**config.mk**
```make
export PLATFORM = sky130hd
export DESIGN_NAME = coefRegs
export DESIGN_NICKNAME = d
export VERILOG_FILES = /design/src/logic/audFiltPkg.sv /design/src/logic/coefRegs.sv
export SDC_FILE = /design/constraint.sdc
export NUM_CORES = 1
export LEC_CHECK = 0
export BUFFER_PORTS_ARGS = -buffer_cell sky130_fd_sc_hd__buf_4
export CORE_MARGIN = 2
export CORE_UTILIZATION = 40
export CTS_CLUSTER_SIZE = 14
export DETAILED_ROUTE_END_ITERATION = 16
export PLACE_DENSITY = 0.71
export SLEW_MARGIN = 20
export SYNTH_ARGS = -nofsm -noshare
export SYNTH_HDL_FRONTEND = slang
export SYNTH_SLANG_ARGS = --single-unit
```
**constraint.sdc**
```tcl
create_clock -name aud_clk -period 7.55 [get_ports aud_clk]
set_input_delay 0.3775 -clock aud_clk [delete_from_list [all_inputs] [get_ports aud_clk]]
set_output_delay 0.3775 -clock aud_clk [all_outputs]
set_load 0.05 [all_outputs]
```
**src/logic/audFiltPkg.sv**
```systemverilog
package audFiltPkg;

	// Sample and coefficient words
	typedef logic signed [15:0] audIn_t;     // Raw signed audio input
	typedef logic signed [26:0] audSample_t; // Q4.23 sample inside the channel
	typedef logic signed [26:0] coef_t;      // Q4.23 coefficient, 1.0 at bit 23

	// Power measurement
	typedef logic [10:0] power_t;
	typedef logic [39:0] powerAcc_t;

	// APB bus words
	typedef logic [7:0]  apbAddr_t;
	typedef logic [31:0] apbData_t;

	// Filter arithmetic
	localparam int COEF_FRAC = 23;        // Fraction bits and product sum shift
	localparam int BQ_SUM_W  = 57;        // Five 54-bit products plus carry growth
	localparam coef_t COEF_ONE = 27'sh0800000;

	// Coefficient layout in the register block
	localparam int NUM_COEF         = 10;
	localparam int COEF_PER_SECTION = 5;  // b0, b1, b2, a1, a2

	// Power window
	localparam int WINDOW_LEN = 9600;
	localparam int WIN_CNT_W  = $clog2(WINDOW_LEN);
	localparam int POWER_LSB  = 26;       // Lowest accumulator bit in the reading

	// Register map, byte addresses
	localparam apbAddr_t ADDR_CTRL      = 8'h00; // Bit 0 is the channel enable
	localparam apbAddr_t ADDR_COEF_BASE = 8'h04;
	localparam apbAddr_t ADDR_POWER     = 8'h2C; // Read only

	// Section 0 occupies 0x04 to 0x14 and section 1 follows at 0x18 to 0x28.
	// Within a section the order is b0, b1, b2, a1, a2.
	// The a0 term is fixed at 1.0 and has no register.

	// Any address above ADDR_POWER or off a word boundary is an error.
	// A write to ADDR_POWER is an error as well and changes nothing.

endpackage

```
**src/logic/coefRegs.sv**
```systemverilog
module coefRegs (
	input  logic                  aud_clk,
	input  logic                  reset,

	input  logic                  psel,
	input  logic                  penable,
	input  logic                  pwrite,
	input  audFiltPkg::apbAddr_t  paddr,
	input  audFiltPkg::apbData_t  pwdata,
	output audFiltPkg::apbData_t  prdata,
	output logic                  pready,
	output logic                  pslverr,

	input  audFiltPkg::power_t    power,

	output logic                  enable,
	output audFiltPkg::coef_t     s0B0,
	output audFiltPkg::coef_t     s0B1,
	output audFiltPkg::coef_t     s0B2,
	output audFiltPkg::coef_t     s0A1,
	output audFiltPkg::coef_t     s0A2,
	output audFiltPkg::coef_t     s1B0,
	output audFiltPkg::coef_t     s1B1,
	output audFiltPkg::coef_t     s1B2,
	output audFiltPkg::coef_t     s1A1,
	output audFiltPkg::coef_t     s1A2
);

	audFiltPkg::coef_t    coefMem [0:audFiltPkg::NUM_COEF-1];
	audFiltPkg::apbAddr_t coefOffset;
	logic [3:0]           coefIdx;
	logic                 isCoef;
	logic                 addrErr;
	logic                 accessPhase;
	logic                 regWrite;
	audFiltPkg::coef_t    readCoef;

	assign accessPhase = psel & penable;
	assign coefOffset  = paddr - audFiltPkg::ADDR_COEF_BASE;
	assign coefIdx     = coefOffset[5:2]; // Word index from the first coefficient
	assign readCoef    = coefMem[coefIdx];

	assign addrErr = (paddr > audFiltPkg::ADDR_POWER) || (paddr[1:0] != 2'b00);
	assign isCoef  = (paddr >= audFiltPkg::ADDR_COEF_BASE) && (paddr < audFiltPkg::ADDR_POWER)
		&& !addrErr;

	// No wait states on this slave
	assign pready  = 1'b1;
	assign pslverr = accessPhase & (addrErr | (pwrite & (paddr == audFiltPkg::ADDR_POWER)));
	assign regWrite = accessPhase & pwrite & ~pslverr;

	always_ff @(posedge aud_clk) begin
		if (reset) begin
			enable <= 1'b0;
			// Every b0 starts at unity so the channel passes samples straight through
			for (int i = 0; i < audFiltPkg::NUM_COEF; i++) begin
				coefMem[i] <= (i % audFiltPkg::COEF_PER_SECTION == 0) ?
					audFiltPkg::COEF_ONE : '0;
			end
		end else if (regWrite) begin
			if (paddr == audFiltPkg::ADDR_CTRL) begin
				enable <= pwdata[0];
			end else if (isCoef) begin
				coefMem[coefIdx] <= pwdata[26:0]; // Upper word bits are ignored
			end
		end
	end

	always_comb begin
		prdata = '0;
		if (paddr == audFiltPkg::ADDR_CTRL) begin
			prdata = {31'd0, enable};
		end else if (isCoef) begin
			prdata = {{5{readCoef[26]}}, readCoef}; // Sign extended to the bus width
		end else if (paddr == audFiltPkg::ADDR_POWER) begin
			prdata = {21'd0, power};
		end
	end

	assign s0B0 = coefMem[0];
	assign s0B1 = coefMem[1];
	assign s0B2 = coefMem[2];
	assign s0A1 = coefMem[3];
	assign s0A2 = coefMem[4];
	assign s1B0 = coefMem[5];
	assign s1B1 = coefMem[6];
	assign s1B2 = coefMem[7];
	assign s1A1 = coefMem[8];
	assign s1A2 = coefMem[9];

endmodule

```
# --- Word level (Yosys, flattened, before mapping) ---
# Memories as Yosys holds them, arrays and structs flattened.
# Index checks and enable logic that the tools add are counted.
classes:
  addsub: 1
  mul: 0
  n_div: 0
  n_lt_le_gt_ge: 3
  n_eq_ne: 1
  shifts: 0
  n_mux: 13
  bitwise_logic: 7
  reduce_logical: 8
ops:
  columns: ["operator", "n"]
  rows:
  - ["two-way mux 32 bit", 2]
  - ["two-way mux 27 bit", 1]
  - ["OR reduction 27 bit", 1]
  - ["two-way mux 11 bit", 1]
  - ["equality test 8 x 6 -> 1 bit (second input constant)", 1]
  - [">= comparator 8 x 3 -> 1 bit (second input constant)", 1]
  - ["greater-than comparator 8 x 6 -> 1 bit (second input constant)", 1]
  - ["zero test 8 bit", 1]
  - ["less-than comparator 8 x 6 -> 1 bit (second input constant)", 1]
  - ["two-way mux 1 bit", 8]
  - ["subtractor 6 x 3 -> 6 bit (second input constant)", 1]
  - ["bitwise AND 1 bit", 5]
  - ["two-way mux 4 bit", 1]
  - ["logical AND 1 bit", 2]
  - ["AND reduction 2 bit", 1]
  - ["nonzero test 2 bit", 1]
  - ["zero test 1 bit", 1]
  - ["logical OR 1 bit", 1]
  - ["NOT 1 bit", 1]
  - ["bitwise OR 1 bit", 1]
totals:
  ff_bits: 1
  latch_bits: 0
  mem_bits_rw: 270
  mem_bits_ro: 0
  in_bits: 56
  output_inout_bits: 305
  elab_cells: 35
  n_memories: 1
mem_list:
  columns: ["memory", "depth", "width", "read_ports", "rd_clocked_by_memory_dff", "wr", "line_no", "source"]
  rows:
  - ["coefMem", 10, 27, 11, 0, 10, "coefRegs.sv:29", "audFiltPkg::coef_t coefMem [0:audFiltPkg::NUM_COEF-1];"]

# --- Logic depth before layout (Yosys ltp) ---
# Gate-level depths: netlist of run 1.
depth:
  ltp_word: 11
  depth_mapped: 13

# --- Worst setup path before layout of run 1 ---
# OpenSTA, ideal clock, no wires.
synth_timing:
  path_kind: "input -> register"
  start: "input port paddr[2]"
  end: "memory coefMem[0][0] (netlist name), enable pin"
  setup_time_ps: 487
  arrival_ps: 4640
  required_ps: 7063
  setup_slack_ps: 2423
  cell_stages: 9
  path_cell_list: "buf_4 -> buf_6 -> buf_6 -> inv_1 -> ha_1 -> buf_2 -> clkbuf_1 -> nand2_1 -> o41ai_1"
synth_lines:
  columns: ["element", "line_no", "source"]
  rows:
  - ["start: declaration", "coefRegs.sv:8", "input audFiltPkg::apbAddr_t paddr,"]
  - ["end: declaration", "coefRegs.sv:29", null]

# --- Final worst setup path of run 1 ---
layout_timing:
  start: "input port paddr[2]"
  end: "output port prdata[16]"
layout_via:
  elab_chain_len: 6
layout_rtl:
  columns: ["element", "line_no", "source"]
  rows:
  - ["branches (longest 5 deep; another with memory read (10 x 27 bit))", null, null]
  - ["two-way mux 32 bit (*)", "coefRegs.sv:71", "if (paddr == audFiltPkg::ADDR_CTRL) begin"]
  - ["end: declaration", "coefRegs.sv:10", "output audFiltPkg::apbData_t prdata,"]
# Every way passes the cells marked *.

==> results.sh, run 1 <==
export IMPL_maxCapViolCount=0
export IMPL_wl_per_cell_um=29.5
export IMPL_dp_cells=2131
export IMPL_grt_pass1_vias=13300
export IMPL_finalHoldViolCount=0
export IMPL_whs_path_depth=3
export IMPL_tightest_slew_ns=1.11
export IMPL_synth_edf_count=432
export IMPL_ys_types=45
export IMPL_mappedNetlistArea_um2=19200
export IMPL_fin_cells=2223
export IMPL_numCtsBuffers=46
export IMPL_hpwl_mm=43.3
export IMPL_cts_tree="built"
export IMPL_crit_type="input port to output pin"
export IMPL_hp_class="input port to register"
export IMPL_finish_net_count=1625
export IMPL_ios=361
export IMPL_fp_dieW_um=223
export IMPL_yosys_register_bits=433
export IMPL_r2r_end="enable"
export IMPL_synth_top_area_share_pct=67.5
export IMPL_reg2reg_slack_ns=6.87
export IMPL_synth_area_leaders="edfxtp_1 (67%), mux4_2 (13%), nor4_1 (7.0%), nand2_1 (2.8%), nand3_1 (1.4%)"
export IMPL_post_route_period_util_pct=55.2
export IMPL_slew_headroom_pct=25.8
export IMPL_drive_above_1_share_pct=37.2
export IMPL_overflow=0
export IMPL_start_util_pct=40.4
export IMPL_fillers=3957
export IMPL_min_from="pwdata[0]"
export IMPL_grt_pass1_wl_mm=93.2
export IMPL_worst_ep_arrival_time_ns=3.79
export IMPL_ant_nets=0
export IMPL_postCtsSetupRepairBufs=0
export IMPL_synth_most_common_cell="edfxtp_1"
export IMPL_io_buffers=354
export IMPL_area_growth_pct=25.1
export IMPL_cts_max_level=2
export IMPL_clkLatencyLatePin_ns=0.59
export IMPL_vdd_drop_max_v=0.000159
export IMPL_hold_end="enable"
export IMPL_core_um2=47500
export IMPL_period_minus_slack_ns=4.16
export IMPL_die_height_um=223
export IMPL_power_density_nw_per_um2=246
export IMPL_place_congestion=0.883
export IMPL_max_stage_delay_ns=0.91
export IMPL_clock_fmax_mhz=240
export IMPL_slew_violations=0
export IMPL_finalSetupTns_ns=0
export IMPL_clock_root_buffer="clkbuf_16"
export IMPL_status="finished clean"
export IMPL_grt_max_degree=181
export IMPL_ys_warn_count=0
export IMPL_firstDrtPassIters=6
export IMPL_die_area_um2=49800
export IMPL_rsz0062_at_grt="no"
export IMPL_critPathMaxFanout=69
export IMPL_grt_total_usage_pct=26.0
export IMPL_rows=80
export IMPL_path_clk_slew_ns=0.06
export IMPL_route_final_wire_length_mm=65.6
export IMPL_r2r_cells=2
export IMPL_cts_hold_buf=1
export IMPL_r2r_start="enable"
export IMPL_endpoint_kind="output pin"
export IMPL_cp_start_kind="input port"
export IMPL_synth_top_cells_by_count="edfxtp_1 (432), nor4_1 (216), nand2_1 (141)"
export IMPL_drt_iter0_drc=1730
export IMPL_cts_buffer_depth=3
export IMPL_fin_skew_ns=0
export IMPL_vias=13700
export IMPL_setup_viol=0
export IMPL_critPathRequiredTime_ns=7.17
export IMPL_drc_errors=0
export IMPL_crit_chain="buf_6, inv_1, ha_1, xnor2_2, buf_12, nand2_1, nand3_1, and3_1, buf_4"
export IMPL_vias_per_cell=6.15
export IMPL_async_reset_ff_share_pct=0
export IMPL_syn_area_per_cell_um2=15.3
export IMPL_p_leak_uw=0.00795
export IMPL_power_uw=5920
export IMPL_slowest_stage="xnor2_2"
export IMPL_grt_antenna_before_repair=6
export IMPL_synthCells=1255
export IMPL_synth_top_cell_by_area="edfxtp_1"
export IMPL_ys_seq_area_share_pct=67.6
export IMPL_synthFlopType="edfxtp_1"
export IMPL_syn_nets=1315
export IMPL_cts_resized=0
export IMPL_clock_sinks=433
==> report_power, final <==
group | switching [uW] | total (uW) | internal (uW) | leakage, uW
Sequential | 61.5 | 2770 | 2700 | 0.00369
Clock | 967 | 2230 | 1260 | 0.000718
Combinational | 667 | 921 | 255 | 0.00354
==> layer usage <==
layer | up-vias | wire length [um] | track usage, %
met5 | - | 20 | 0
met4 | 4 | 2950 | 11.8
met3 | 130 | 7140 | 6.15
met2 | 1004 | 32900 | 44.0
met1 | 6804 | 22600 | 31.8
li1 | 5723 | - | -
==> area by class of cell <==
| type | count | area, um^2 | area share [%] |
|---|---|---|---|
| Sequential cell | 433 | 13000 | 54.0 |
| Multi-Input combinational cell | 659 | 5700 | 23.7 |
| Timing Repair Buffer | 394 | 2990 | 12.4 |
| Clock buffer | 52 | 1170 | 4.88 |
| Tap cell | 615 | 769 | 3.20 |
| Clock inverter | 34 | 297 | 1.23 |
| Inverter | 31 | 116 | 0.484 |
| Antenna cell | 5 | 12.5 | 0.0520 |
==> state kept, by name, indices dropped and copies added, names as in the netlist <==
| register | cells |
|---|---|
| coefMem | 432 |
| enable | 1 |
==> cells by family after synthesis <==
| group | after synthesis | synth area share, % |
|---|---|---|
| xor+xnor | 4 | 0.221 |
| compound gates | 26 | 1.11 |
| flops | 433 | 67.6 |
| mux | 112 | 12.9 |
| other cells | 1 | 0.0195 |
| simple gates | 512 | 14.1 |
| fa+ha+maj | 4 | 0.260 |
| buf+inv | 163 | 3.86 |
==> critical path: cells and delay by family <==
kind / cells / cell delay (ns)
xor gates and xnor gates: 1 / 0.91
adders and majority gates: 1 / 0.38
and+or+nand+nor: 3 / 0.62
buffers and inverters: 4 / 1.41
==> worst max path at each step <==
stage          startpoint              to  slack, ns
6_report         paddr[2]      prdata[16]       3.39
2_1_floorplan    paddr[2]   coefMem[0][0]       2.42
3_5_place_dp     paddr[2]  coefMem[7][18]       2.72
3_3_place_gp     paddr[2]  coefMem[7][23]       2.83
5_1_grt          paddr[2]  coefMem[7][23]       3.19
4_1_cts          paddr[2]  coefMem[7][12]       3.33
==> metrics by stage <==
stage / worst slack, ns / hold WS [ns] / instance area, um^2 / utilization [%]
2_1_floorplan: 2.42 / 0.450 / 19200 / -
3_3_place_gp: 2.83 / 0.572 / 22600 / 47.4
3_5_place_dp: 2.72 / 0.579 / 22600 / 47.4
4_1_cts: 3.33 / 0.0371 / 24000 / 50.6
5_1_grt: 3.19 / 0.0990 / 24000 / 50.6
6_report: 3.39 / 0.0590 / 24100 / 50.6
==> cells in the final DEF, fill, tap and decap left out, types with 3 or more instances in the layout <==
master and instances:
edfxtp_1 432, o41ai_2 3, mux2i_1 3, clkbuf_16 46, inv_1 30, nand2_1 141, nand3_1 54, inv_6 3
buf_4 390, clkinv_2 9, mux4_2 108, nor3_1 27, nor4_1 214, nand2_2 3, ha_1 3, nor2_1 34
nor3_2 4, and3_1 20, a32o_1 10, clkinv_1 14, bufinv_16 4, diode_2 5, clkbuf_1 6, o31ai_4 7
(Power assumes the default switching activity.)
==> run 2: changes to the inputs <==
==> constraint.sdc (replaced) <==
create_clock -name aud_clk -period 4.2 [get_ports aud_clk]
set_input_delay 0.21 -clock aud_clk [delete_from_list [all_inputs] [get_ports aud_clk]]
set_output_delay 0.21 -clock aud_clk [all_outputs]
set_load 0.05 [all_outputs]
==> run 2 against run 1 <==
Wire length increased by 1.5%. Clock skew did not move. Non-clock buffer count rose by 13. First-iteration DRC count is 0.17% higher. Worst setup slack got worse by 2.5 ns. Critical endpoint is now prdata[18]. Largest power group unchanged. Highest routed layer is now met4.
==> results.sh, run 2 (same netlist as run 1, synthesis figures left out) <==
export IMPL_worst_ep_arrival_time_ns=3.13
export IMPL_maxCapViolCount=0
export IMPL_drive_above_1_share_pct=37.0
export IMPL_grt_max_degree=150
export IMPL_finalSetupTns_ns=0
export IMPL_grt_antenna_before_repair=4
export IMPL_regMostFlops="coefMem"
export IMPL_placed_cell_area_um2=22800
export IMPL_firstDrtPassIters=5
export IMPL_grt_total_usage_pct=26.3
export IMPL_final_common_cell="edfxtp_1"
export IMPL_finalHoldViolCount=0
export IMPL_status="finished clean"
export IMPL_grt_pass1_vias=13400
export IMPL_ant_nets=0
export IMPL_clock_sinks=433
export IMPL_path_common_cell="buf_4"
export IMPL_path_clk_slew_ns=0.06
export IMPL_core_um2=47500
export IMPL_slew_headroom_pct=39.6
export IMPL_ios=361
export IMPL_cp_start_kind="input port"
export IMPL_vdd_drop_max_v=0.000307
export IMPL_setup_viol=0
export IMPL_tightest_slew_ns=0.903
export IMPL_fillers=3949
export IMPL_fp_dieW_um=223
export IMPL_reg_largest_list="coefMem x432, enable x1"
export IMPL_cp_top_family="buffers and inverters"
export IMPL_crit_type="input port to output pin"
export IMPL_fin_skew_ns=0
export IMPL_clock_root_buffer="clkbuf_16"
export IMPL_crit_chain="clkbuf_8, inv_1, ha_4, buf_4, mux4_2, nand2_1, nand3_1, and3_1, buf_4"
export IMPL_numCtsBuffers=44
export IMPL_postCtsSetupRepairBufs=0
export IMPL_power_uw=10300
export IMPL_power_density_nw_per_um2=429
export IMPL_period_minus_slack_ns=3.34
export IMPL_finish_net_count=1636
export IMPL_hp_class="input port to register"
export IMPL_post_route_period_util_pct=79.4
export IMPL_io_buffers=354
export IMPL_reg2reg_slack_ns=2.90
export IMPL_cts_buffer_depth=3
export IMPL_final_cell_mix="edfxtp_1 (432), buf_4 (393), nor4_1 (214), nand2_1 (141), mux4_2 (108)"
export IMPL_start_util_pct=40.4
export IMPL_wl_per_cell_um=29.9
export IMPL_hpwl_mm=43.9
export IMPL_endpoint_kind="output pin"
export IMPL_die_height_um=223
export IMPL_clock_fmax_mhz=300
export IMPL_slew_violations=0
export IMPL_drt_iter0_drc=1733
export IMPL_place_congestion=0.875
export IMPL_max_stage_delay_ns=0.83
export IMPL_p_leak_uw=0.00798
export IMPL_rsz0062_at_grt="no"
export IMPL_rows=80
export IMPL_grt_pass1_wl_mm=94.2
export IMPL_final_area_um2=24100
export IMPL_critPathMaxFanout=49
export IMPL_slowest_stage="ha_4"
export IMPL_vias_per_cell=6.20
export IMPL_cts_tree="built"
export IMPL_die_area_um2=49800
export IMPL_route_final_wire_length_mm=66.6
export IMPL_setup_slack_ns=0.864
export IMPL_vias=13800
export IMPL_overflow=0
export IMPL_cts_resized=0
export IMPL_critPathRequiredTime_ns=3.99
export IMPL_dp_slack_ns=0.742
export IMPL_crit_buf_inv=4
export IMPL_area_growth_pct=25.4
export IMPL_clkLatencyLatePin_ns=0.55
export IMPL_drc_errors=0
export IMPL_cts_max_level=2
export IMPL_largest_reg_flops=432
[run 2: cell type report]
class | count | area (um^2) | area share, %
Antenna cell | 4 | 10.0 | 0.0415
Clock buffer | 62 | 1210 | 5.02
Clock inverter | 17 | 109 | 0.451
Inverter | 31 | 116 | 0.483
Multi-Input combinational cell | 659 | 5710 | 23.7
Sequential cell | 433 | 13000 | 53.9
Tap cell | 615 | 769 | 3.19
Timing Repair Buffer | 407 | 3190 | 13.2
[run 2: tightest hold or removal path: cells and delay by family]
| kind | cells | cell delay (ns) |
|---|---|---|
| buffers and inverters | 1 | 0.11 |
| AND/OR/NAND/NOR | 2 | 0.17 |
[run 2: where the power goes]
group / switching, uW / internal [uW]
clock: 1610 / 2070
combinational: 1220 / 473
sequential: 110 / 4860
[run 2: final timing paths]
kind,startpoint,endpoint,depth (start not counted)
max,paddr[2],prdata[18],9
min,pwdata[21],coefMem[8][21],3
max reg2reg,enable,enable,3
min reg2reg,enable,enable,3
[run 2: per-layer routing]
metal  vias to the layer above  share of wire (%)  GRT usage [%]
li1                       5722                  -              -
met1                      6882                 34           32.6
met2                      1060                 50           44.8
met3                       153                 11           4.70
met4                         0                5.2           13.0
met5                         -                  0              0
[run 2: through the flow]
stage	hold WS [ns]	std cells	utilization [%]
floorplan	0.282	1255	-
CTS	0.0657	2224	50.7
global route	0.0895	2227	50.7
detailed placement	0.417	2142	47.9
global placement	0.415	2142	47.9
finish	0.0949	2228	50.7
[run 2: timing repair]
action,4_1_cts,5_1_grt
endpoints found under the setup margin,0,0
endpoints found under the hold margin,2,0
hold buffers,3,0
