==> src/logic/audFiltPkg.sv <==
package audFiltPkg;

	// Sample and coefficient words
	typedef logic signed [15:0] audIn_t;     // Raw signed audio input
	typedef logic signed [26:0] audSample_t; // Q4.23 sample inside the channel
	typedef logic signed [26:0] coef_t;      // Q4.23 coefficient, 1.0 at bit 23

	// Power measurement
	typedef logic [10:0] power_t;
	typedef logic [39:0] powerAcc_t;

	// APB bus words
	typedef logic [7:0]  apbAddr_t;
	typedef logic [31:0] apbData_t;

	// Filter arithmetic
	localparam int COEF_FRAC = 23;        // Fraction bits and product sum shift
	localparam int BQ_SUM_W  = 57;        // Five 54-bit products plus carry growth
	localparam coef_t COEF_ONE = 27'sh0800000;

	// Coefficient layout in the register block
	localparam int NUM_COEF         = 10;
	localparam int COEF_PER_SECTION = 5;  // b0, b1, b2, a1, a2

	// Power window
	localparam int WINDOW_LEN = 9600;
	localparam int WIN_CNT_W  = $clog2(WINDOW_LEN);
	localparam int POWER_LSB  = 26;       // Lowest accumulator bit in the reading

	// Register map, byte addresses
	localparam apbAddr_t ADDR_CTRL      = 8'h00; // Bit 0 is the channel enable
	localparam apbAddr_t ADDR_COEF_BASE = 8'h04;
	localparam apbAddr_t ADDR_POWER     = 8'h2C; // Read only

	// Section 0 occupies 0x04 to 0x14 and section 1 follows at 0x18 to 0x28.
	// Within a section the order is b0, b1, b2, a1, a2.
	// The a0 term is fixed at 1.0 and has no register.

	// Any address above ADDR_POWER or off a word boundary is an error.
	// A write to ADDR_POWER is an error as well and changes nothing.

endpackage

==> src/logic/powerMeter.sv <==
module powerMeter (
	input  logic                    aud_clk,
	input  logic                    reset,
	input  logic                    enable,

	input  logic                    inValid,
	input  audFiltPkg::audSample_t  inSample,

	output logic                    outValid,
	output audFiltPkg::audSample_t  oAud,
	output audFiltPkg::power_t      power
);

	audFiltPkg::powerAcc_t             powerAcc;
	audFiltPkg::powerAcc_t             accSum;
	logic [audFiltPkg::WIN_CNT_W-1:0]  winCount;
	logic [26:0]                       mag;
	logic                              windowEnd;

	// True two's complement magnitude where the most negative sample maps to 2^26
	always_comb begin
		if (inSample[26]) begin
			mag = -inSample;
		end else begin
			mag = inSample;
		end
	end

	assign accSum    = powerAcc + {13'd0, mag}; // Includes the current sample
	assign windowEnd = (winCount == audFiltPkg::WIN_CNT_W'(audFiltPkg::WINDOW_LEN - 1));

	always_ff @(posedge aud_clk) begin
		if (reset || !enable) begin
			outValid <= 1'b0;
			oAud     <= '0;
			power    <= '0;
			powerAcc <= '0;
			winCount <= '0;
		end else begin
			outValid <= inValid;
			if (inValid) begin
				oAud <= inSample;
				if (windowEnd) begin
					// Reading updates on the same edge as the last sample's outValid
					power    <= accSum[audFiltPkg::POWER_LSB +: $bits(audFiltPkg::power_t)];
					powerAcc <= '0;
					winCount <= '0;
				end else begin
					powerAcc <= accSum;
					winCount <= winCount + 1'b1;
				end
			end
		end
	end

endmodule

==> config.mk <==
export PLATFORM = sky130hd
export DESIGN_NAME = powerMeter
export DESIGN_NICKNAME = d
export VERILOG_FILES = /design/src/logic/audFiltPkg.sv /design/src/logic/powerMeter.sv
export SDC_FILE = /design/constraint.sdc
export NUM_CORES = 1
export LEC_CHECK = 0
export ABC_CLOCK_PERIOD_IN_PS = 8000
export BUFFER_PORTS_ARGS = -buffer_cell sky130_fd_sc_hd__buf_2
export CORE_MARGIN = 5
export CORE_UTILIZATION = 58
export CTS_CLUSTER_DIAMETER = 100
export DETAILED_ROUTE_END_ITERATION = 12
export PLACE_DENSITY = 0.89
export SKIP_LAST_GASP = 1
export SLEW_MARGIN = 20
export SYNTH_ARGS = -nofsm -noshare
export SYNTH_HDL_FRONTEND = slang
export SYNTH_SLANG_ARGS = --single-unit
==> constraint.sdc <==
create_clock -name aud_clk -period 8 [get_ports aud_clk]
set_input_delay 2.4 -clock aud_clk [delete_from_list [all_inputs] [get_ports aud_clk]]
set_output_delay 2.4 -clock aud_clk [all_outputs]
set_load 0.02 [all_outputs]
# Word-level counts from Yosys, hierarchy flattened
# Cells that the tools add are included.
# totals
rom_bits	0
ram_bits	0
n_memories	0
register_bits	93
latchBits	0
in_bits	31
wordCells	15
out_inout_bits	39
# classes
reduce_logical	3
shifts	0
n_lt_le_gt_ge	0
mul	0
n_bitwise	0
n_eq_ne	1
div_mod_pow	0
muxes	3
add_sub_neg	3
# ops
op	n
40-bit by 27-bit adder with 40-bit output	1
40-bit two-way mux	1
27-bit two-way mux	1
27-bit negator	1
14-bit by 1-bit adder with 14-bit output, second input constant	1
14-bit == test, second input constant	1
14-bit two-way mux	1
2-bit AND reduction	1
1-bit zero test	1
1-bit logical OR	1

# Longest topological paths before layout
# Gate-level depths: netlist (run 1).
# logic_depth
depth_word	4
depth_mapped	18
mapped_depth_nobuf	16

# Worst setup path after synthesis (run 1)
# Ideal clock, no wire load.
# synth_path
path_type	input -> register
start	input inSample[9]
end	register powerAcc[30]
slack_ns	1.666
arrival_ns	6.260
setup_time_ns	0.074
path_buffers	1
cell_stages	16
t_required_ns	7.926
cell_sequence	or4_4 -> or3_4 -> or4_4 -> or3_4 -> o31ai_2 -> xnor2_1 -> ha_1 -> clkbuf_1 -> a21oi_1 -> o21ai_0 -> a221oi_1 -> nand2_1 -> a31oi_1 -> nor4_1 -> nand2b_1 -> a31oi_1
# synth_via
elab_chain_len	4
# synth_lines
element	line_no	text
start: declaration	powerMeter.sv:7	input audFiltPkg::audSample_t inSample,
27-bit negator	powerMeter.sv:23	mag = -inSample;
27-bit two-way mux *	powerMeter.sv:22	if (inSample[26]) begin
40-bit by 27-bit adder with 40-bit output *	powerMeter.sv:29	assign accSum = powerAcc + {13'd0, mag};
40-bit two-way mux *	powerMeter.sv:43	if (windowEnd) begin
end signal: assignment	powerMeter.sv:49	powerAcc <= accSum;
end: declaration	powerMeter.sv:14	audFiltPkg::powerAcc_t powerAcc;
# Mark *: on every way between the ends. The rest lies on a longest branch, timed or not.
# A chain may end at the register's enable or synchronous reset.

# Final worst setup path (run 1)
# layout_path
start	input inSample[9]
end	register powerAcc[36]
# The elaborated chain is that of the path after synthesis.

==> out/qor.txt, run 1 <==
core box area: 9150 sq um
Detailed Route Iter0 Violations: 353
synthesized flop and latch total: 90
Netlist cell types: 53
Layout Skew: 12.8 ps
fin util: 65.9%
max-capacitance violation count: 0
first-pass GRT wire length: 22,300 microns
area of the multi-input gates: 3400 sq um
Max Freq: 154 MHz
initial core utilization: 58.7%
share of post-route cells with drive strength above 1: 14.1%
Placed Cells: 811
Setup-failing EPs final: 0
RSZ-0062 raised after global routing: false
Required @ worst endpoint: 8280 ps
Slew Limit Fails: 0
H-tree depth: 3
R2R Path End: power[4]
WL final: 13,000 microns
Critical Path AT: 6790 ps
Rows: 35
gr usage total: 23.7%
HP Start: powerAcc[13]
Die H: 106 microns
post-route antenna net violation count: 0
Min-Delay Path Depth: 2
final setup TNS: 0 ps
worst hold path class: flip-flop to flip-flop
Net Count, Synth: 717
worst-path fanout max: 7
input/output buffers: 69
fin crit share: 81.3%
post-synthesis sequential area ratio: 33.6%
sequential cell area: 1800 sq um
Post-synth EDFFs: 0
Max Root-Sink Buffers: 2
clock latency on the worst-skew pair: 370 ps
asr flop ratio synth: 0%
Main synth FF type: dfxtp_1
GRT Residual Overflow: 0
chip width: 106 microns
Gate Count Post-Synth: 655
Final Non-Filler Cells: 827
vias in the first global route: 4,922
Reg2Reg Setup Slack: 4840 ps
Yosys warnings: 0
# diodes: 0
leakage: 0.00251 uW
Slew @ Worst Pin: 948 ps
most frequent cells in the layout: 90 x dfxtp_1, 75 x nor2_1, 69 x buf_2
post-place setup slack: 1170 ps
vias per inst: 5.99
DRC Markers: 0
CTS Hold Buffers Added: 0
status: completed
CP Launch Type: input port
PnR worst setup slack: 1500 ps
biggest area consumer among synthesized cells: dfxtp_1
Sinks on Clock Net: 90
Hold Fails Final Rpt: 0
initial antenna violation count: 0
synthesis-to-finish area growth: 12.3%
R2R Path Start: powerAcc[0]
# fillers: 760
HPWL Detailed: 9510 microns
Post-CTS Setup Bufs: 0
CTS clk-pin slew, worst paths: 80 ps
WHS Endpoint: powerAcc[13]
CTS tree: yes
routed length per instance: 15.8 microns
commonest non-fill, non-tap cell in the layout: dfxtp_1
Synth top area share: 33.6%
largest net degree at the start of global routing: 50
Power Density: 178 nW/um^2
Slew HR: 36.8%
gpl congestion: 0.912
Max IR drop VDD: 0.111 mV
die area: 11,300 sq um
top cells by area, synth: dfxtp_1 34%, xnor2_1 7.8%, ha_1 7.0%
num ports: 70
Syn Area/Cell: 8.20 sq um
Crit. End Element: flip-flop
total number of vias: 4,956
cells on worst reg2reg path: 11
post-CTS resize count: 0
WS Path Type: input port to flip-flop
Num CTS Buffers: 9
Final nets: 773
Syn Std Cell Area: 5370 sq um
CTS root buffer: clkbuf_8
fin crit period: 6500 ps
Initial DRT Pass Iterations: 7
## critical path, stage by stage
cell	delay, ps
buf_2	140
or4_4	550
or3_4	360
or4_4	430
or3_4	410
o31ai_2	210
xnor2_1	160
ha_1	330
a21oi_1	210
o21ai_0	140
a221oi_1	380
nand2_1	90
a31oi_1	440
or2_2	240
o21ai_0	90
a31oi_1	200
## sequential cells by signal, summed over array words and instances, names as in the netlist
register,cells
oAud,27
outValid,1
power,11
powerAcc,37
winCount,14
## power breakdown
part / leakage (uW) / internal (uW) / switching (uW)
clock: 0.000123 / 225 / 162
combinational: 0.00166 / 85.4 / 132
sequential: 0.000730 / 460 / 7.23
total: 0.00251 / 770 / 300
## logic make-up after synthesis
| family | count (synthesis) | synth area share, % |
|---|---|---|
| AND/OR/NAND/NOR | 220 | 19.7 |
| adder cells (fa/ha/maj) | 31 | 7.36 |
| AO/OA/AOI/OAI | 174 | 20.2 |
| buffers and inverters | 46 | 3.22 |
| multiplexers | 28 | 5.22 |
| XOR/XNOR | 66 | 10.8 |
| flip-flops | 90 | 33.6 |
## Yosys cell counts, types with 13 or more instances
cell type and n:
xor2_1 18, xnor2_1 48, a21oi_1 46, inv_1 18, nand3_1 19, nand2_1 54, o21ai_0 52, clkbuf_1 21
nor2_1 75, mux2i_1 28, dfxtp_1 90, nand4_1 13, ha_1 30
## stage by stage
step | hold slack, ps | area (sq um) | power, uW
3_5_place_dp | 454 | 5780 | 689
4_1_cts | 474 | 6030 | 1070
6_report | 473 | 6030 | 1070
5_1_grt | 495 | 6030 | 1120
3_3_place_gp | 442 | 5780 | 681
2_1_floorplan | 432 | 5370 | 635
## layout make-up
type                    instances  share of cell area (%)
clock inverters                 4                    1.62
multi-input cells             519                    56.3
repair buffers                 72                    6.10
inverters                      19                    1.18
flip-flops and latches         90                    29.9
well taps                     111                    2.30
clock buffers                  12                    2.57
## worst max path at each step
stage	start	to	slack, ps
2_1_floorplan	inSample[9]	powerAcc[30]	1670
3_3_place_gp	inSample[9]	powerAcc[30]	1310
3_5_place_dp	inSample[9]	powerAcc[32]	1170
4_1_cts	inSample[9]	powerAcc[36]	1550
5_1_grt	inSample[9]	powerAcc[32]	1180
6_report	inSample[9]	powerAcc[36]	1500
## metal layers
layer / share of wire (%) / track usage, %
met1: 44 / 28.8
met2: 49 / 41.5
met3: 5.2 / 4.13
met4: 1.9 / 9.25
met5: 0 / 0
Power figures use the tool's default switching activity.
==> run 2: changes to the inputs <==
--- a/config.mk
+++ b/config.mk
@@ -5,7 +5,7 @@
 export SDC_FILE = /design/constraint.sdc
 export NUM_CORES = 1
 export LEC_CHECK = 0
-export ABC_CLOCK_PERIOD_IN_PS = 8000
+export ABC_CLOCK_PERIOD_IN_PS = 6700
 export BUFFER_PORTS_ARGS = -buffer_cell sky130_fd_sc_hd__buf_2
 export CORE_MARGIN = 5
 export CORE_UTILIZATION = 58
==> constraint.sdc (replaced) <==
create_clock -name aud_clk -period 6.7 [get_ports aud_clk]
set_input_delay 2.01 -clock aud_clk [delete_from_list [all_inputs] [get_ports aud_clk]]
set_output_delay 2.01 -clock aud_clk [all_outputs]
set_load 0.02 [all_outputs]
==> run 2 against run 1 <==
Compared with the run above: power up 7.2%; design area fell by 1.1%; critical path depth unchanged; via count decreased by 0.18%; first-iteration DRC count fell by 23%; non-clock buffer count increased by 2; clock-buffer cell count is 2 lower; wire length down 3.2%; clock skew about the same; worst setup slack worse by 960 ps; core utilization shrank 0.74 points.
==> out/qor.txt, run 2 (same netlist as run 1, synthesis figures left out) <==
# diodes: 0 (unchanged)
Slew @ Worst Pin: 820 ps (-128 ps)
fin crit share: 92.0%
num ports: 70 (unchanged)
Num CTS Buffers: 9 (unchanged)
max-capacitance violation count: 0 (unchanged)
CP max stage cell: or4_4
status: completed
Slew HR: 45.2% (+8.4 points)
H-tree depth: 3 (unchanged)
gpl congestion: 0.907 (-0.54%)
DRC Markers: 0 (unchanged)
first-pass GRT wire length: 22,000 microns (-1.5%)
Crit. End Element: flip-flop
routed length per instance: 15.2 microns (-3.4%)
Max Root-Sink Buffers: 2 (unchanged)
CTS root buffer: clkbuf_8
Max IR drop VDD: 0.125 mV (+13%)
# fillers: 746 (-1.8%)
Power Density: 193 nW/um^2 (+8.5%)
share of post-route cells with drive strength above 1: 14.3% (+0.24 points)
most frequent cells in the layout: 90 x dfxtp_1, 75 x nor2_1, 69 x buf_2
worst-path fanout max: 7 (unchanged)
synthesis-to-finish area growth: 11.0%
RSZ-0062 raised after global routing: false
HPWL Detailed: 9560 microns (+0.51%)
max incr delay on CP: 540 ps (about the same)
post-CTS resize count: 0 (unchanged)
Detailed Route Iter0 Violations: 271 (-23%)
CTS Hold Buffers Added: 0 (unchanged)
post-route antenna net violation count: 0 (unchanged)
post-route design area: 5960 sq um (-1.1%)
CP Launch Type: input port
Setup-failing EPs final: 0 (unchanged)
largest net degree at the start of global routing: 50 (unchanged)
Critical Path AT: 6430 ps (-360 ps)
Layout Skew: 12.8 ps (+0.0719 ps)
Final nets: 775 (+0.26%)
fin crit period: 6160 ps
CTS clk-pin slew, worst paths: 90 ps (about the same)
Rows: 35 (unchanged)
Sinks on Clock Net: 90 (unchanged)
Required @ worst endpoint: 6970 ps (-1310 ps)
initial antenna violation count: 0 (unchanged)
core box area: 9150 sq um (unchanged)
crit path cell chain: buf_2, or4_4, or3_4, or4_4, or3_4, o31ai_2, xnor2_1, ha_1, a21oi_1, o21ai_0, a221oi_1, nand2_1, a31oi_1, or2_2, o21ai_0, a31oi_1
Die H: 106 microns (unchanged)
WL final: 12,600 microns (-3.2%)
GRT Residual Overflow: 0 (unchanged)
max reg flops: 37 (unchanged)
worst hold path class: flip-flop to flip-flop
crit path buf inv count: 1 (unchanged)
leakage: 0.00248 uW (-1.2%)
commonest non-fill, non-tap cell in the layout: dfxtp_1
die area: 11,300 sq um (unchanged)
vias per inst: 5.97 (-0.42%)
input/output buffers: 69 (unchanged)
chip width: 106 microns (unchanged)
initial core utilization: 58.7% (unchanged)
Post-DP Area: 5790 sq um (+0.26%)
final setup TNS: 0 ps (unchanged)
Slew Limit Fails: 0 (unchanged)
Max Freq: 162 MHz
Worst path top cell family by delay: simple AND/OR/NAND/NOR gates
Reg with most FFs: powerAcc
vias in the first global route: 4,908 (-0.28%)
Post-CTS Setup Bufs: 0 (unchanged)
Regs by FF count: powerAcc: 37 flops, oAud: 27 flops, winCount: 14 flops
WS Path Type: input port to flip-flop
gr usage total: 22.9% (-0.80 points)
clock latency on the worst-skew pair: 360 ps (about the same)
total number of vias: 4,947 (-0.18%)
Hold Fails Final Rpt: 0 (unchanged)
Final Power: 1150 uW (+7.2%)
fin util: 65.2% (-0.74 points)
CTS tree: yes
Initial DRT Pass Iterations: 5 (-2)
[run 2: cell count changes in the layout (fill, tap and decap cells not counted)]
cell / delta
clkinv_4: +1
clkbuf_8: -2
clkinv_2: +2
clkinvlp_4: +1
inv_6: +1
bufinv_16: -3
buf_4: +2
[run 2: per-stage QoR]
stage,std cells,hold slack [ps],worst slack [ps]
global placement,813,442,406
finish,829,477,537
global route,829,511,319
CTS,829,478,579
detailed placement,813,457,206
floorplan,655,432,756
[run 2: worst min-delay path, stage by stage (launching register included)]
cell and delay [ps]:
dfxtp_1 320, nand3_1 60, o31ai_1 60
[run 2: worst paths after layout]
check | from | slack, ps | endpoint | cells after the start
max | inSample[9] | 540 | powerAcc[36] | 16
min | power[1] | 480 | power[1] | 2
max reg2reg | powerAcc[0] | 3740 | power[4] | 12
min reg2reg | power[1] | 480 | power[1] | 2
[run 2: power by group]
part	total, uW	switching, uW	internal, uW
registers	558	8.16	549
clock network	332	196	136
logic	259	156	103
[run 2: routing by layer]
metal,GRT usage (%),up-vias,routed length (microns)
met5,0,-,0
met4,8.79,0,235
met3,2.91,26,589
met2,39.8,159,6220
met1,28.8,2304,5590
li1,-,2458,-
[run 2: area by class of cell]
cell class,instances,area [sq um],share of cell area [%]
clock buffer,10,128,2.14
timing repair buffer,74,383,6.42
sequential,90,1800,30.2
tap,111,139,2.33
inverter,19,71.3,1.20
multi-input combinational,519,3400,57.0
clock inverter,6,42.5,0.713
==> run 3: changes to the inputs <==
--- a/config.mk
+++ b/config.mk
@@ -6,7 +6,7 @@
 export NUM_CORES = 1
 export LEC_CHECK = 0
 export ABC_CLOCK_PERIOD_IN_PS = 6700
-export BUFFER_PORTS_ARGS = -buffer_cell sky130_fd_sc_hd__buf_2
+export BUFFER_PORTS_ARGS = -buffer_cell sky130_fd_sc_hd__buf_4
 export CORE_MARGIN = 5
 export CORE_UTILIZATION = 58
 export CTS_CLUSTER_DIAMETER = 100
==> run 3 against run 2 <==
Compared with the run above: sequential power about the same; fmax up 1.3%; design area up 3.1%; global-route usage up 0.18 points; final cell count down 0.12%; combinational power up 3%; core utilization up 2.0 points; clock power up 11%; power up 3.8%; first-iteration DRC count up 49%; die area unchanged; sequential share of layout area down 0.90 points; critical path type unchanged.
==> out/qor.txt, run 3 (same netlist as run 1, synthesis figures left out) <==
Initial DRT Pass Iterations: 5 (unchanged)
Required @ worst endpoint: 6990 ps (+20 ps)
clock latency on the worst-skew pair: 370 ps (about the same)
num ports: 70 (unchanged)
first-pass GRT wire length: 21,800 microns (-0.88%)
max reg flops: 37 (unchanged)
Regs by FF count: powerAcc: 37 flops, oAud: 27 flops, winCount: 14 flops
HPWL Detailed: 9320 microns (-2.5%)
CP Launch Type: input port
WL final: 12,800 microns (+1.1%)
CP max stage cell: or4_4
worst hold path class: flip-flop to flip-flop
die area: 11,300 sq um (unchanged)
Slew @ Worst Pin: 795 ps (-25.3 ps)
Final nets: 774 (-0.13%)
gpl congestion: 0.933 (+2.9%)
Rows: 35 (unchanged)
routed length per instance: 15.4 microns (+1.2%)
max-capacitance violation count: 0 (unchanged)
Max IR drop VDD: 0.115 mV (-8.1%)
initial core utilization: 58.7% (unchanged)
Hold Fails Final Rpt: 0 (unchanged)
WS Path Type: input port to flip-flop
fin crit share: 90.8% (-1.1 points)
fin crit period: 6090 ps (-76.7 ps)
Layout Skew: 8.12 ps (-4.72 ps)
total number of vias: 5,009 (+1.3%)
CTS clk-pin slew, worst paths: 80 ps (about the same)
largest net degree at the start of global routing: 50 (unchanged)
post-CTS resize count: 0 (unchanged)
worst-path fanout max: 7 (unchanged)
vias in the first global route: 4,787 (-2.5%)
DRC Markers: 0 (unchanged)
initial antenna violation count: 0 (unchanged)
CTS tree: yes
GRT Residual Overflow: 0 (unchanged)
most frequent cells in the layout: 90 x dfxtp_1, 75 x nor2_1, 73 x buf_4
synthesis-to-finish area growth: 14.4%
Post-CTS Setup Bufs: 0 (unchanged)
Max Freq: 164 MHz (+1.3%)
Slew Limit Fails: 0 (unchanged)
final setup TNS: 0 ps (unchanged)
RSZ-0062 raised after global routing: false
crit path buf inv count: 1 (unchanged)
Slew HR: 46.9% (+1.7 points)
Reg with most FFs: powerAcc
gr usage total: 23.1% (+0.18 points)
Detailed Route Iter0 Violations: 404 (+49%)
status: completed
Sinks on Clock Net: 90 (unchanged)
vias per inst: 6.05 (+1.4%)
post-route antenna net violation count: 0 (unchanged)
Critical Path AT: 6380 ps (-50 ps)
CTS root buffer: clkbuf_8
commonest non-fill, non-tap cell in the layout: dfxtp_1
Worst path top cell family by delay: simple AND/OR/NAND/NOR gates
Setup-failing EPs final: 0 (unchanged)
Max Root-Sink Buffers: 2 (unchanged)
CTS Hold Buffers Added: 0 (unchanged)
input/output buffers: 69 (unchanged)
Die H: 106 microns (unchanged)
Num CTS Buffers: 9 (unchanged)
Final Power: 1190 uW (+3.8%)
crit path cell chain: buf_4, or4_4, or3_4, or4_4, or3_4, o31ai_2, xnor2_1, ha_1, a21oi_1, o21ai_0, a221oi_1, nand2_1, a31oi_1, nor4_1, nand2b_1, a31oi_1
chip width: 106 microns (unchanged)
max incr delay on CP: 540 ps (about the same)
core box area: 9150 sq um (unchanged)
H-tree depth: 3 (unchanged)
# diodes: 0 (unchanged)
Crit. End Element: flip-flop
share of post-route cells with drive strength above 1: 13.9% (-0.40 points)
leakage: 0.00250 uW (+0.81%)
Power Density: 194 nW/um^2 (+0.75%)
[run 3: changes by cell type in the layout (fill, tap and decap cells not counted), sizes merged]
cell,before,now
inv,19,18
buf,74,73
clkbuf,10,12
bufinv,0,1
clkinv,4,1
clkinvlp,2,3
[run 3: per-layer routing]
metal	routed length [microns]	global-route usage (%)	vias up
met3	697	3.04	25
met4	214	8.60	0
met5	0	0	-
met2	6110	40.3	166
li1	-	-	2455
met1	5750	29.0	2363
[run 3: cell type report]
cell class | count | area, sq um
timing repair buffer | 73 | 548
clock inverter | 4 | 52.6
inverter | 19 | 71.3
clock buffer | 12 | 135
multi-input combinational | 519 | 3400
tap | 111 | 139
sequential | 90 | 1800
fill | 758 | 3010
[run 3: worst paths after layout]
check	start	to	slack (ps)	cells past startpoint
max	inSample[9]	powerAcc[30]	610	16
min	powerAcc[24]	powerAcc[24]	460	2
max reg2reg	powerAcc[0]	powerAcc[30]	3800	12
min reg2reg	powerAcc[24]	powerAcc[24]	460	2
[run 3: tightest hold or removal path: stages, from the launching register on]
cell and delay (ps):
dfxtp_1 340, nand2_1 40, o21ai_0 50
[run 3: per-stage QoR]
step	util (%)	hold slack [ps]	instance area, sq um	instances	setup WS [ps]
4_1_cts	67.1	475	6150	828	632
5_1_grt	67.1	517	6150	828	304
6_report	67.1	464	6150	828	614
2_1_floorplan	-	432	5370	655	756
3_3_place_gp	65.1	442	5960	812	389
3_5_place_dp	65.1	455	5960	812	268
[run 3: where the power goes]
part           internal [uW]  switching [uW]
Clock                    173             194
Sequential               549            8.82
Combinational            110             157
